<file path="src/hw/demod_defs.svh">
//**********************************************************
// Widths, host address map, version number and the
// core reset hold length
//**********************************************************
`ifndef DEMOD_DEFS_SVH
`define DEMOD_DEFS_SVH

// Datapath widths
`define DAC_WIDTH 14
`define TAP_WIDTH 18

// Host word address covers bits 11 down to 1
`define ADDR_WIDTH 11
`define BUS_WIDTH  16

// Misc space sits on address bits 11:8
`define MISC_SPACE_LSB 8
`define MISC_SPACE     4'h8
`define MISC_RESET     12'h800
`define MISC_VERSION   12'h804

// Upper half of the 32 bit version word
`define VER_NUMBER 16'h0079

// Core reset cycles after the trigger ends
`define RESET_HOLD 6

`endif

</file>
<file path="src/hw/demodPkg.sv">
//**********************************************************
// Demodulation mode and DAC source select types, plus the
// decode of the trellis tap select codes
//**********************************************************
package demodPkg;

  // Demodulation mode, unknown codes behave as legacy
  typedef enum logic [3:0] {
    modeLegacy = 4'h0,
    modeMultiH = 4'h6
  } demodMode_t;

  // DAC source select codes
  typedef enum logic [3:0] {
    dacExternal     = 4'h0,
    dacTrellisI     = 4'h1,
    dacTrellisQ     = 4'h2,
    dacTrellisPhErr = 4'h3,
    dacTrellisIndex = 4'h4
  } dacSelect_t;

  // True for any code that picks a trellis tap
  function automatic logic isTrellisSel(dacSelect_t sel);
    case (sel)
      dacTrellisI,
      dacTrellisQ,
      dacTrellisPhErr,
      dacTrellisIndex: return 1'b1;
      default:         return 1'b0;
    endcase
  endfunction

endpackage

</file>
<file path="src/hw/hostBus.sv">
//**********************************************************
// Host bus decode for the misc space: version register
// read mux and soft reset strobe
//**********************************************************
`timescale 1ns/1ps
`include "demod_defs.svh"

module hostBus (
  input  logic                   ck933,
  input  logic                   rs,
  input  logic                   nCs_i,
  input  logic                   nWe_i,
  input  logic                   nRd_i,
  input  logic [`ADDR_WIDTH-1:0] addr_i,
  output logic [`BUS_WIDTH-1:0]  dataOut_o,
  output logic                   dataOe_o,
  output logic                   softReset_o
);

  localparam logic [`ADDR_WIDTH:0] versionAddr = `MISC_VERSION;
  localparam logic [`ADDR_WIDTH:0] resetAddr   = `MISC_RESET;
  // Lower half of the version word reads zero
  localparam logic [2*`BUS_WIDTH-1:0] versionWord = {`VER_NUMBER, {`BUS_WIDTH{1'b0}}};

  logic [`ADDR_WIDTH:0]    fullAddr;    // Byte address, bit 0 always zero
  logic                    miscSpace;
  logic                    versionHit;
  logic                    resetHit;
  logic                    busWrite;
  logic                    busWriteDly;

  assign fullAddr    = {addr_i, 1'b0};
  assign miscSpace   = (fullAddr[`ADDR_WIDTH:`MISC_SPACE_LSB] == `MISC_SPACE);
  // 32 bit registers, bit 1 picks the half
  assign versionHit  = miscSpace && (fullAddr[`ADDR_WIDTH:2] == versionAddr[`ADDR_WIDTH:2]);
  assign resetHit    = miscSpace && (fullAddr[`ADDR_WIDTH:2] == resetAddr[`ADDR_WIDTH:2]);

  //**********************************************************
  // Read path
  //**********************************************************
  assign dataOe_o = !nCs_i && !nRd_i;

  always_comb begin
    dataOut_o = '0;                   // Unmapped reads return zero
    if (versionHit) begin
      if (addr_i[0]) begin
        dataOut_o = versionWord[2*`BUS_WIDTH-1:`BUS_WIDTH];
      end else begin
        dataOut_o = versionWord[`BUS_WIDTH-1:0];
      end
    end
  end

  //**********************************************************
  // Write path
  //**********************************************************
  assign busWrite = !nCs_i && !nWe_i;

  // Pulse on the first edge of a reset write only
  always_ff @(posedge ck933 or posedge rs) begin
    if (rs) begin
      busWriteDly <= 1'b0;
      softReset_o <= 1'b0;
    end else begin
      busWriteDly <= busWrite;
      softReset_o <= busWrite && !busWriteDly && resetHit;
    end
  end

endmodule

</file>
<file path="src/hw/resetStretch.sv">
//**********************************************************
// Core reset stretcher with a reloading hold counter
//**********************************************************
`timescale 1ns/1ps
`include "demod_defs.svh"

module resetStretch (
  input  logic ck933,
  input  logic rs,
  input  logic softReset_i,
  output logic coreReset_o
);

  localparam int cntWidth = $clog2(`RESET_HOLD + 1);

  logic [cntWidth-1:0] holdCnt;
  logic [cntWidth-1:0] holdNext;

  always_comb begin
    if (softReset_i) begin
      holdNext = cntWidth'(`RESET_HOLD);  // Reload on soft trigger
    end else if (holdCnt != '0) begin
      holdNext = holdCnt - 1'b1;
    end else begin
      holdNext = '0;
    end
  end

  always_ff @(posedge ck933 or posedge rs) begin
    if (rs) begin
      holdCnt     <= cntWidth'(`RESET_HOLD);
      coreReset_o <= 1'b1;
    end else begin
      holdCnt     <= holdNext;
      coreReset_o <= (holdNext != '0);  // Registered, no decode glitches
    end
  end

  for (genvar k = 1; k <= `RESET_HOLD; k++) begin : gHoldCheck
    assert property (@(posedge ck933) disable iff (rs) softReset_i |-> ##k coreReset_o)
      else $error("coreReset_o dropped %0d cycles after soft reset", k);
  end

endmodule

</file>
<file path="src/hw/dacOutput.sv">
//**********************************************************
// One DAC channel: source select, sync enabled output
// register and offset binary MSB inversion
//**********************************************************
`timescale 1ns/1ps
`include "demod_defs.svh"

module dacOutput (
  input  logic                  ck933,
  input  logic                  rs,
  input  demodPkg::demodMode_t  mode_i,
  input  demodPkg::dacSelect_t  select_i,
  input  logic [`DAC_WIDTH-1:0] extData_i,
  input  logic [`TAP_WIDTH-1:0] tap_i,
  input  logic                  tapSync_i,
  output logic [`DAC_WIDTH-1:0] dac_o
);

  import demodPkg::*;

  logic                  useTap;
  logic [`DAC_WIDTH-1:0] selData;
  logic                  selSync;

  assign useTap = (mode_i == modeMultiH) && isTrellisSel(select_i);

  // Select stage, data side
  always_ff @(posedge ck933) begin
    if (useTap) begin
      selData <= tap_i[`TAP_WIDTH-1 -: `DAC_WIDTH];  // Keep the top bits of the tap
    end else begin
      selData <= extData_i;
    end
  end

  // Select stage, sync side
  always_ff @(posedge ck933 or posedge rs) begin
    if (rs) begin
      selSync <= 1'b0;
    end else begin
      selSync <= useTap ? tapSync_i : 1'b1;  // External data updates every cycle
    end
  end

  // Output register, two's complement to offset binary
  always_ff @(posedge ck933) begin
    if (selSync) begin
      dac_o <= {~selData[`DAC_WIDTH-1], selData[`DAC_WIDTH-2:0]};
    end
  end

endmodule

</file>
<file path="src/hw/symbolSource.sv">
//**********************************************************
// Symbol bit stream source: input reclock, legacy delay
// and trellis or legacy selection by mode
//**********************************************************
`timescale 1ns/1ps

module symbolSource (
  input  logic                 ck933,
  input  logic                 rs,
  input  demodPkg::demodMode_t mode_i,
  input  logic [1:0]           trellisBits_i,
  input  logic                 trellisSymEn_i,
  input  logic                 iData_i,
  input  logic                 qData_i,
  input  logic                 dataSymEn_i,
  output logic                 doutI_o,
  output logic                 doutQ_o,
  output logic                 symEn_o
);

  import demodPkg::*;

  logic       multiH;
  logic [1:0] trellisBitsIn;
  logic       trellisSymEnIn;
  logic       iDataIn;
  logic       qDataIn;
  logic       dataSymEnIn;
  logic       iLegacy;
  logic       qLegacy;
  logic       legacySymEn;

  assign multiH = (mode_i == modeMultiH);

  // Bit path
  always_ff @(posedge ck933) begin
    trellisBitsIn <= trellisBits_i;
    iDataIn       <= iData_i;
    qDataIn       <= qData_i;
    iLegacy       <= iDataIn;            // Extra legacy stage
    qLegacy       <= qDataIn;
    doutI_o       <= multiH ? trellisBitsIn[0] : iLegacy;
    doutQ_o       <= multiH ? trellisBitsIn[1] : qLegacy;
  end

  // Strobe path
  always_ff @(posedge ck933 or posedge rs) begin
    if (rs) begin
      trellisSymEnIn <= 1'b0;
      dataSymEnIn    <= 1'b0;
      legacySymEn    <= 1'b0;
      symEn_o        <= 1'b0;
    end else begin
      trellisSymEnIn <= trellisSymEn_i;
      dataSymEnIn    <= dataSymEn_i;
      legacySymEn    <= dataSymEnIn;
      symEn_o        <= multiH ? trellisSymEnIn : legacySymEn;
    end
  end

endmodule

</file>
<file path="src/hw/multihTop.sv">
//**********************************************************
// MultiH demodulator top level: input reclock, host bus,
// core reset, DAC channels, symbol source, pass-throughs
//**********************************************************
`timescale 1ns/1ps
`include "demod_defs.svh"

module multihTop (
  input  logic                   ck933,
  input  logic                   rs_i,
  input  demodPkg::demodMode_t   demodMode_i,
  // Host bus
  input  logic                   nCs_i,
  input  logic                   nWe_i,
  input  logic                   nRd_i,
  input  logic [`ADDR_WIDTH-1:0] addr_i,
  input  logic [`BUS_WIDTH-1:0]  dataIn_i,    // Reset register has no data bits
  output logic [`BUS_WIDTH-1:0]  dataOut_o,
  output logic                   dataOe_o,
  // DAC channels
  input  demodPkg::dacSelect_t   dac0Select_i,
  input  demodPkg::dacSelect_t   dac1Select_i,
  input  demodPkg::dacSelect_t   dac2Select_i,
  input  logic [`DAC_WIDTH-1:0]  dac0Data_i,
  input  logic [`DAC_WIDTH-1:0]  dac1Data_i,
  input  logic [`DAC_WIDTH-1:0]  dac2Data_i,
  input  logic [`TAP_WIDTH-1:0]  tap0_i,
  input  logic [`TAP_WIDTH-1:0]  tap1_i,
  input  logic [`TAP_WIDTH-1:0]  tap2_i,
  input  logic                   tapSync0_i,
  input  logic                   tapSync1_i,
  input  logic                   tapSync2_i,
  output logic [`DAC_WIDTH-1:0]  dac0_o,
  output logic [`DAC_WIDTH-1:0]  dac1_o,
  output logic [`DAC_WIDTH-1:0]  dac2_o,
  output logic                   dac0Clk_o,
  output logic                   dac1Clk_o,
  output logic                   dac2Clk_o,
  output logic                   dacRst_o,
  // Symbol inputs and outputs
  input  logic [1:0]             trellisBits_i,
  input  logic                   trellisSymEn_i,
  input  logic                   iData_i,
  input  logic                   qData_i,
  input  logic                   dataSymEn_i,
  output logic                   doutI_o,
  output logic                   doutQ_o,
  output logic                   symEn_o,
  // Lock indicators
  input  logic                   bsyncLock_i,
  input  logic                   demodLock_i,
  output logic                   bsyncNLock_o,
  output logic                   demodNLock_o
);

  logic                  coreReset;
  logic                  softReset;
  logic [`DAC_WIDTH-1:0] dac0DataIn;
  logic [`DAC_WIDTH-1:0] dac1DataIn;
  logic [`DAC_WIDTH-1:0] dac2DataIn;

  //**********************************************************
  // Pass-throughs
  //**********************************************************
  assign bsyncNLock_o = bsyncLock_i;
  assign demodNLock_o = demodLock_i;
  assign dac0Clk_o    = ck933;
  assign dac1Clk_o    = ck933;
  assign dac2Clk_o    = ck933;
  assign dacRst_o     = coreReset;

  // Reclock host DAC data
  always_ff @(posedge ck933) begin
    dac0DataIn <= dac0Data_i;
    dac1DataIn <= dac1Data_i;
    dac2DataIn <= dac2Data_i;
  end

  //**********************************************************
  // Host bus and core reset
  //**********************************************************
  hostBus hostBus_inst (
    .ck933(ck933), .rs(coreReset), .nCs_i(nCs_i), .nWe_i(nWe_i), .nRd_i(nRd_i),
    .addr_i(addr_i), .dataOut_o(dataOut_o), .dataOe_o(dataOe_o), .softReset_o(softReset)
  );

  resetStretch resetStretch_inst (
    .ck933(ck933), .rs(rs_i), .softReset_i(softReset), .coreReset_o(coreReset)
  );

  //**********************************************************
  // DAC outputs and symbol stream
  //**********************************************************
  dacOutput dac0Output_inst (
    .ck933(ck933), .rs(coreReset), .mode_i(demodMode_i), .select_i(dac0Select_i),
    .extData_i(dac0DataIn), .tap_i(tap0_i), .tapSync_i(tapSync0_i), .dac_o(dac0_o)
  );

  dacOutput dac1Output_inst (
    .ck933(ck933), .rs(coreReset), .mode_i(demodMode_i), .select_i(dac1Select_i),
    .extData_i(dac1DataIn), .tap_i(tap1_i), .tapSync_i(tapSync1_i), .dac_o(dac1_o)
  );

  dacOutput dac2Output_inst (
    .ck933(ck933), .rs(coreReset), .mode_i(demodMode_i), .select_i(dac2Select_i),
    .extData_i(dac2DataIn), .tap_i(tap2_i), .tapSync_i(tapSync2_i), .dac_o(dac2_o)
  );

  symbolSource symbolSource_inst (
    .ck933(ck933), .rs(coreReset), .mode_i(demodMode_i),
    .trellisBits_i(trellisBits_i), .trellisSymEn_i(trellisSymEn_i),
    .iData_i(iData_i), .qData_i(qData_i), .dataSymEn_i(dataSymEn_i),
    .doutI_o(doutI_o), .doutQ_o(doutQ_o), .symEn_o(symEn_o)
  );

endmodule

</file>
<file path="config.mk">
export PLATFORM = sky130hd
export DESIGN_NAME = multihTop
export DESIGN_NICKNAME = d
export VERILOG_FILES = /design/src/hw/demodPkg.sv /design/src/hw/hostBus.sv /design/src/hw/resetStretch.sv /design/src/hw/dacOutput.sv /design/src/hw/symbolSource.sv /design/src/hw/multihTop.sv
export VERILOG_INCLUDE_DIRS = /design/src /design/src/hw
export SDC_FILE = /design/constraint.sdc
export NUM_CORES = 1
export LEC_CHECK = 0
export BUFFER_PORTS_ARGS = -buffer_cell sky130_fd_sc_hd__buf_4
export CAP_MARGIN = 10
export CORE_UTILIZATION = 41
export CTS_CLUSTER_SIZE = 20
export DETAILED_ROUTE_END_ITERATION = 16
export PLACE_DENSITY_LB_ADDON = 0.08
export SYNTH_ARGS = -nofsm -noshare
export SYNTH_HDL_FRONTEND = slang
export SYNTH_HIERARCHICAL = 1
export SYNTH_SLANG_ARGS = --single-unit
export TNS_END_PERCENT = 10
</file>
<file path="constraint.sdc">
create_clock -name ck933 -period 1.6 [get_ports ck933]
set_clock_uncertainty 0.2 [all_clocks]
set_input_delay 0.24 -clock ck933 [delete_from_list [all_inputs] [get_ports ck933]]
set_output_delay 0.24 -clock ck933 [all_outputs]
set_load 0.1 [all_outputs]
</file>
==> results of run 1 <==
## power groups by stage
| stage | Clock, mW | Sequential (mW) | Combinational [mW] |
|---|---|---|---|
| after floorplan | 0.708 | 4.71 | 0.284 |
| after global placement | 0.708 | 4.16 | 1.15 |
| after detailed placement | 0.708 | 4.17 | 1.16 |
| after CTS | 5.22 | 4.11 | 1.42 |
| after global routing | 5.46 | 4.13 | 1.48 |
| final | 5.15 | 4.11 | 1.43 |
## logic make-up after synthesis
family	Yosys count	synth area share (%)
flip-flops	147	74.3
multiplexers	45	13.4
buffers and inverters	38	6.25
AND/OR/NAND/NOR	26	4.60
AO/OA/AOI/OAI	6	0.839
adder cells (fa/ha/maj)	2	0.541
other	1	0.0812
## worst reg2reg max path: cells and delay by family (launching register included)
family,cells,cell delay (ns)
fa+ha+maj,1,0.17
compound gates,1,0.28
buf+inv,1,0.05
flops,1,0.44
simple gates,2,0.34
## cell usage in the layout, fill, tap and decap left out, drive strengths merged
master / netlist / final
dfstp: 3 / 3
or3: 1 / 1
clkinvlp: 0 / 2
nor2: 3 / 3
inv: 12 / 17
nor4b: 3 / 3
and2: 1 / 1
conb: 1 / 11
nand2b: 3 / 3
o21ai: 4 / 4
mux2: 45 / 45
buf: 26 / 195
nor4: 1 / 1
nand3b: 1 / 1
or2: 1 / 1
a211o: 2 / 2
clkinv: 0 / 3
or4: 2 / 2
bufinv: 0 / 3
dlygate4sd3: 0 / 101
or4b: 1 / 1
nor3: 5 / 5
dfrtp: 10 / 10
and4b: 3 / 3
clkbuf: 0 / 21
dfxtp: 92 / 92
edfxtp: 42 / 42
ha: 2 / 2
and4bb: 1 / 1
## per-layer routing
metal	vias up	track usage [%]	wire, um
li1	1489	-	-
met1	1432	17.1	3620
met2	131	30.3	5160
met3	11	6.15	707
met4	0	10.2	182
met5	-	0	0
## registers in the layout (all words and copies together), names as in the netlist, 2 cells and up
register,cells
dac0Output_inst/selData,14
resetStretch_inst/holdCnt,3
dac1Output_inst/dac_o,14
dac0DataIn,14
dac0Output_inst/dac_o,14
dac1Output_inst/selData,14
dac2DataIn,14
dac2Output_inst/selData,14
dac1DataIn,14
symbolSource_inst/trellisBitsIn,2
dac2Output_inst/dac_o,14
## layout make-up
type | count | share of cell area, %
Tap cell | 140 | 2.17
Timing Repair Buffer | 290 | 34.0
Sequential cell | 147 | 42.5
Multi-Input combinational cell | 90 | 11.9
Clock buffer | 27 | 6.86
Clock inverter | 13 | 1.98
Inverter | 12 | 0.557
## metrics by stage
stage	area, um2	util, %
after global placement	6060	55.7
final	8090	74.3
after detailed placement	6060	55.7
after floorplan	4680	-
after CTS	8060	74.0
after global routing	8090	74.3
## worst paths after layout
kind                                            endpoint  slack [ns]  depth (start not counted)
max                                         dataOut_o[4]       -0.25                          5
min                             hostBus_inst/softReset_o       -0.30                          3
max reg2reg                resetStretch_inst/coreReset_o        0.05                          5
min reg2reg                      dac1Output_inst/selSync        0.07                          2
max in group asynchronous   resetStretch_inst/holdCnt[2]        0.51                          4
min in group asynchronous        dac1Output_inst/selSync        0.07                          2
## what timing repair did
action / CTS / global route
pin swaps: 2 / 2
gates cloned: 0 / 0
hold endpoints to repair: 102 / 1
resized for setup: 86 / 9
buffers inserted: 1 / 0
endpoints found under the setup margin: 55 / 53
==> metrics.md, run 1 <==
| Metric | Value |
|---|---|
| Status | `finished, violations left` |
| Failing checks | `hold timing, setup timing` |
| Worst Setup Path Type | `in2out` |
| Routed len/inst | `approximately 13 um` |
| Reg-to-reg startpoint | `resetStretch_inst/holdCnt[0]` |
| FP Rows | `38` |
| Clock share of power | `between 40% and 50%` |
| Library cells used by synthesis | `28` |
| GRT Total Usage | `17.1%` |
| Drt first pass iters | `4` |
| Placed Cells | `580` |
| Syn Area/Cell | `approximately 17 um2` |
| Sequential share of power | `a little under two fifths` |
| Ys Warns | `6` |
| Final nets | `~720` |
| Post-CTS Hold Fix Bufs | `a little over 100` |
| Fillers | `between 600 and 700` |
| Sequential cell area | `roughly 0.0034 mm2` |
| Number of DRC markers in iteration 0 | `between 100 and 150` |
| Top cell type's share of synthesized area | `39.9%` |
| GRT Residual Overflow | `0` |
| Crit-path cells | `buf_6 > or4_4 > nor3_4 > buf_6 > buf_12` |
| CP delay by family, top | `simple AND/OR/NAND/NOR gates` |
| Unrepaired setup endpoints after global routing | `true` |
| Ports | `around 220` |
| CTS tree | `done` |
| Sw Ratio | `between 20 and 30%` |
| Leakage | `between 3 and 4 nW` |
| Sw Pwr | `~3.1 mW` |
| Prevailing post-synth register cell | `dfxtp_1` |
| Routed vias | `between 3000 and 4000` |
| Peak fanout along the critical path | `5` |
| Power Internal | `7.57 mW` |
| Starting Density | `between 40% and 50%` |
| Final WL | `~9.7 mm` |
| Clk_lat worst skew | `0.60 ns` |
| First-pass GRT wire length | `14.4 mm` |
| Post-synth EDFFs | `42` |
| Most numerous cell in the Yosys netlist | `dfxtp_1` |
| Number of vias per cell | `about 4.3` |
| Routability Congestion | `slightly above 0.7` |
| Post-synth top cells | `dfxtp_1 (92), edfxtp_1 (42), mux2_4 (30)` |
| Antenna diodes | `0` |
| Final period utilization | `116%` |
| Post-detailed-placement half-perimeter wirelength | `~5.9 mm` |
| Mapped Area | `between 0.004 and 0.005 mm2` |
| CP max stage delay | `~0.54 ns` |
| Startpoint types | `primary input` |
| Maximum VDD drop | `around 0.0025 V` |
| Core ar. | `0.0109 mm2` |
| Area of the multi-input gates | `just under 0.001 mm2` |
| Final Max Slew Viols | `0` |
| FFs w/ async S/R, synth | `about 8.8%` |
| Vias in the first global route | `3219` |
| CP most frequent cell | `buf_6` |
| Critical Path Source | `addr_i[5]` |
| Top cells by area, synth | `dfxtp_1 (40%), edfxtp_1 (27%), mux2_4 (9.7%)` |
| Share of layout cells above drive strength 1 | `roughly 50%` |
| Worst path slowest cell | `or4_4` |
| Fin cells | `719` |
| Worst Setup End Kind | `primary output` |
| Final setup margin | `-0.252 ns` |
| Total of max-cap violations | `0` |
| Area growth from synthesis to layout | `75.0%` |
| Setup total negative slack | `-2.14 ns` |
| Total Power | `10.7 mW` |
| Hold path startpoint | `addr_i[7]` |
| Setup Viol. Count Final | `52` |
| Initial antenna violation count | `0` |
| CP required | `about 1.2 ns` |
| Die height | `around 110 um` |
| Final hold slack | `-0.305 ns` |
| Die W | `roughly 110 um` |
| Pre-CTS WS | `-0.374 ns` |
| Pwr/cell area | `1320 mW/mm2` |
| Final hold violation count | `1` |
| Clk slew on worst S/H paths | `around 0.06 ns` |
| Antenna viol nets, final | `0` |
| DRC Markers | `0` |
| HP Class | `in2reg` |
| WP buf/inv | `3` |
| Minimum clock period | `1.85 ns` |
| Arr. time, crit path | `1.41 ns` |
| Post-synth top area cell | `dfxtp_1` |
| DIE AREA | `~0.012 mm2` |
| Yosys reg bits | `147` |
| Buffers on Ports | `179` |
| Largest net degree at the start of global routing | `17` |
| Combinational power share | `between 10 and 15%` |
| FMAX | `~540 MHz` |
| Syn Inst Count | `roughly 270` |
| Sequential fraction of the synthesis area | `between 70% and 80%` |
Note: power is estimated with default switching activity, not from simulation.
==> run 2: changes to the inputs <==
--- a/config.mk
+++ b/config.mk
@@ -12,6 +12,7 @@
 export CTS_CLUSTER_SIZE = 20
 export DETAILED_ROUTE_END_ITERATION = 16
 export PLACE_DENSITY_LB_ADDON = 0.08
+export SKIP_CTS_REPAIR_TIMING = 1
 export SYNTH_ARGS = -nofsm -noshare
 export SYNTH_HDL_FRONTEND = slang
 export SYNTH_HIERARCHICAL = 1
==> metrics.md, run 2 (synthesized netlist as in run 1, its figures left out) <==
| Metric | Value |
|---|---|
| Final instance area | `~0.008 mm2` |
| Worst Hold Path EP | `hostBus_inst/softReset_o` |
| Number of vias per cell | `~4.2` |
| CP required | `1.16 ns` |
| Routability Congestion | `0.716` |
| Die height | `approximately 110 um` |
| Leakage | `between 3 and 4 nW` |
| Clock share of power | `48.2%` |
| Unrepaired setup endpoints after global routing | `true` |
| WHS Path Cells | `3` |
| Final nets | `roughly 720` |
| Number of DRC markers in iteration 0 | `approximately 80` |
| Sw Ratio | `about 29%` |
| Buffers on Ports | `around 180` |
| Routed vias | `between 3000 and 4000` |
| Worst reg2reg path depth | `5` |
| Final period utilization | `117%` |
| GRT Total Usage | `14.1%` |
| Worst Setup Path Type | `in2out` |
| Largest net degree at the start of global routing | `17` |
| Clk slew on worst S/H paths | `0.06 ns` |
| Vias in the first global route | `roughly 2600` |
| FMAX | `~530 MHz` |
| Initial antenna violation count | `0` |
| Startpoint types | `primary input` |
| Die W | `about 110 um` |
| Total of max-cap violations | `0` |
| Setup Viol. Count Final | `52` |
| Share of layout cells above drive strength 1 | `49.7%` |
| First-pass GRT wire length | `11.6 mm` |
| HP Class | `in2reg` |
| Combinational power share | `a little over an eighth` |
| Most frequent cells in the layout | `buf_4 (133), dlygate4sd3_1 (102), dfxtp_1 (90), buf_6 (43), edfxtp_1 (42)` |
| Sequential share of power | `between 30% and 40%` |
| Hold path startpoint | `addr_i[8]` |
| Pwr/cell area | `~1300 mW/mm2` |
| Antenna viol nets, final | `0` |
| Reg-to-reg startpoint | `resetStretch_inst/holdCnt[0]` |
| Sw Pwr | `approximately 3.1 mW` |
| DIE AREA | `between 0.01 and 0.015 mm2` |
| Starting Density | `42.4%` |
| Final hold violation count | `1` |
| Ports | `about 220` |
| Arr. time, crit path | `about 1.4 ns` |
| Final hold slack | `-0.276 ns` |
| Status | `finished, violations left` |
| Routed len/inst | `13.6 um` |
| Area growth from synthesis to layout | `74.9%` |
| Minimum clock period | `between 1.5 and 2 ns` |
| GRT Residual Overflow | `0` |
| Total Power | `approximately 11 mW` |
| FP Rows | `38` |
| Placed Cells | `just under 600` |
| Worst Setup End Kind | `primary output` |
| Fin cells | `slightly above 700` |
| CTS tree | `done` |
| Maximum VDD drop | `0.00247 V` |
| Failing checks | `hold timing, setup timing` |
| R2r setup slk | `around 0.030 ns` |
| DRC Markers | `0` |
| Post-detailed-placement half-perimeter wirelength | `approximately 5.9 mm` |
| Core ar. | `0.0109 mm2` |
| Final setup margin | `-0.276 ns` |
| Critical Path Source | `addr_i[6]` |
| Clk_lat worst skew | `roughly 0.6 ns` |
| Antenna diodes | `0` |
| Drt first pass iters | `6` |
| Final core occ | `between 70% and 80%` |
| Peak fanout along the critical path | `5` |
| Placed cell area | `just over 0.006 mm2` |
| Power Internal | `about 7.6 mW` |
| Worst r2r dst | `resetStretch_inst/coreReset_o` |
| Final Max Slew Viols | `0` |
| Setup total negative slack | `-2.32 ns` |
| Pre-CTS WS | `-0.374 ns` |
| Final WL | `9.79 mm` |
| Most common cell after layout, fill and taps aside | `buf_4` |
run 2: power by group through the flow:
stage,clock network (mW),logic [mW],registers (mW)
CTS,4.97,1.16,4.09
floorplan,0.708,0.284,4.71
global placement,0.708,1.15,4.16
finish,5.16,1.43,4.11
detailed placement,0.708,1.16,4.17
global route,5.46,1.48,4.13
run 2: worst max-delay path, cell delays in order:
cell and delay, ns:
buf_6 0.09, or4b_4 0.55, nor3_4 0.19, buf_6 0.18, buf_12 0.18
run 2: worst max path at each step:
| stage | to | slack, ns | cells past startpoint |
|---|---|---|---|
| 3_5_place_dp | dataOut_o[0] | -0.37 | 4 |
| 4_1_cts | dataOut_o[0] | -0.38 | 4 |
| 3_3_place_gp | dataOut_o[3] | -0.37 | 4 |
| 6_report | dataOut_o[4] | -0.28 | 5 |
| 5_1_grt | dataOut_o[4] | -0.31 | 5 |
| 2_1_floorplan | dataOut_o[3] | -0.96 | 3 |
run 2: area by class of cell:
class                           instances  area (um2)
Tap cell                              140         175
Clock inverter                         13         160
Sequential cell                       147        3430
Multi-Input combinational cell         90         958
Fill cell                             681        2810
Clock buffer                           27         554
Inverter                               12        45.0
Timing Repair Buffer                  291        2750
run 2: layer usage:
| metal | wire (um) | vias to the layer above | GRT usage [%] | share of wire, % |
|---|---|---|---|---|
| li1 | - | 1491 | - | - |
| met1 | 3780 | 1429 | 15.1 | 39 |
| met2 | 5190 | 130 | 23.2 | 53 |
| met3 | 658 | 9 | 5.55 | 6.7 |
| met4 | 172 | 0 | 9.30 | 1.8 |
| met5 | 0 | - | 0 | 0 |
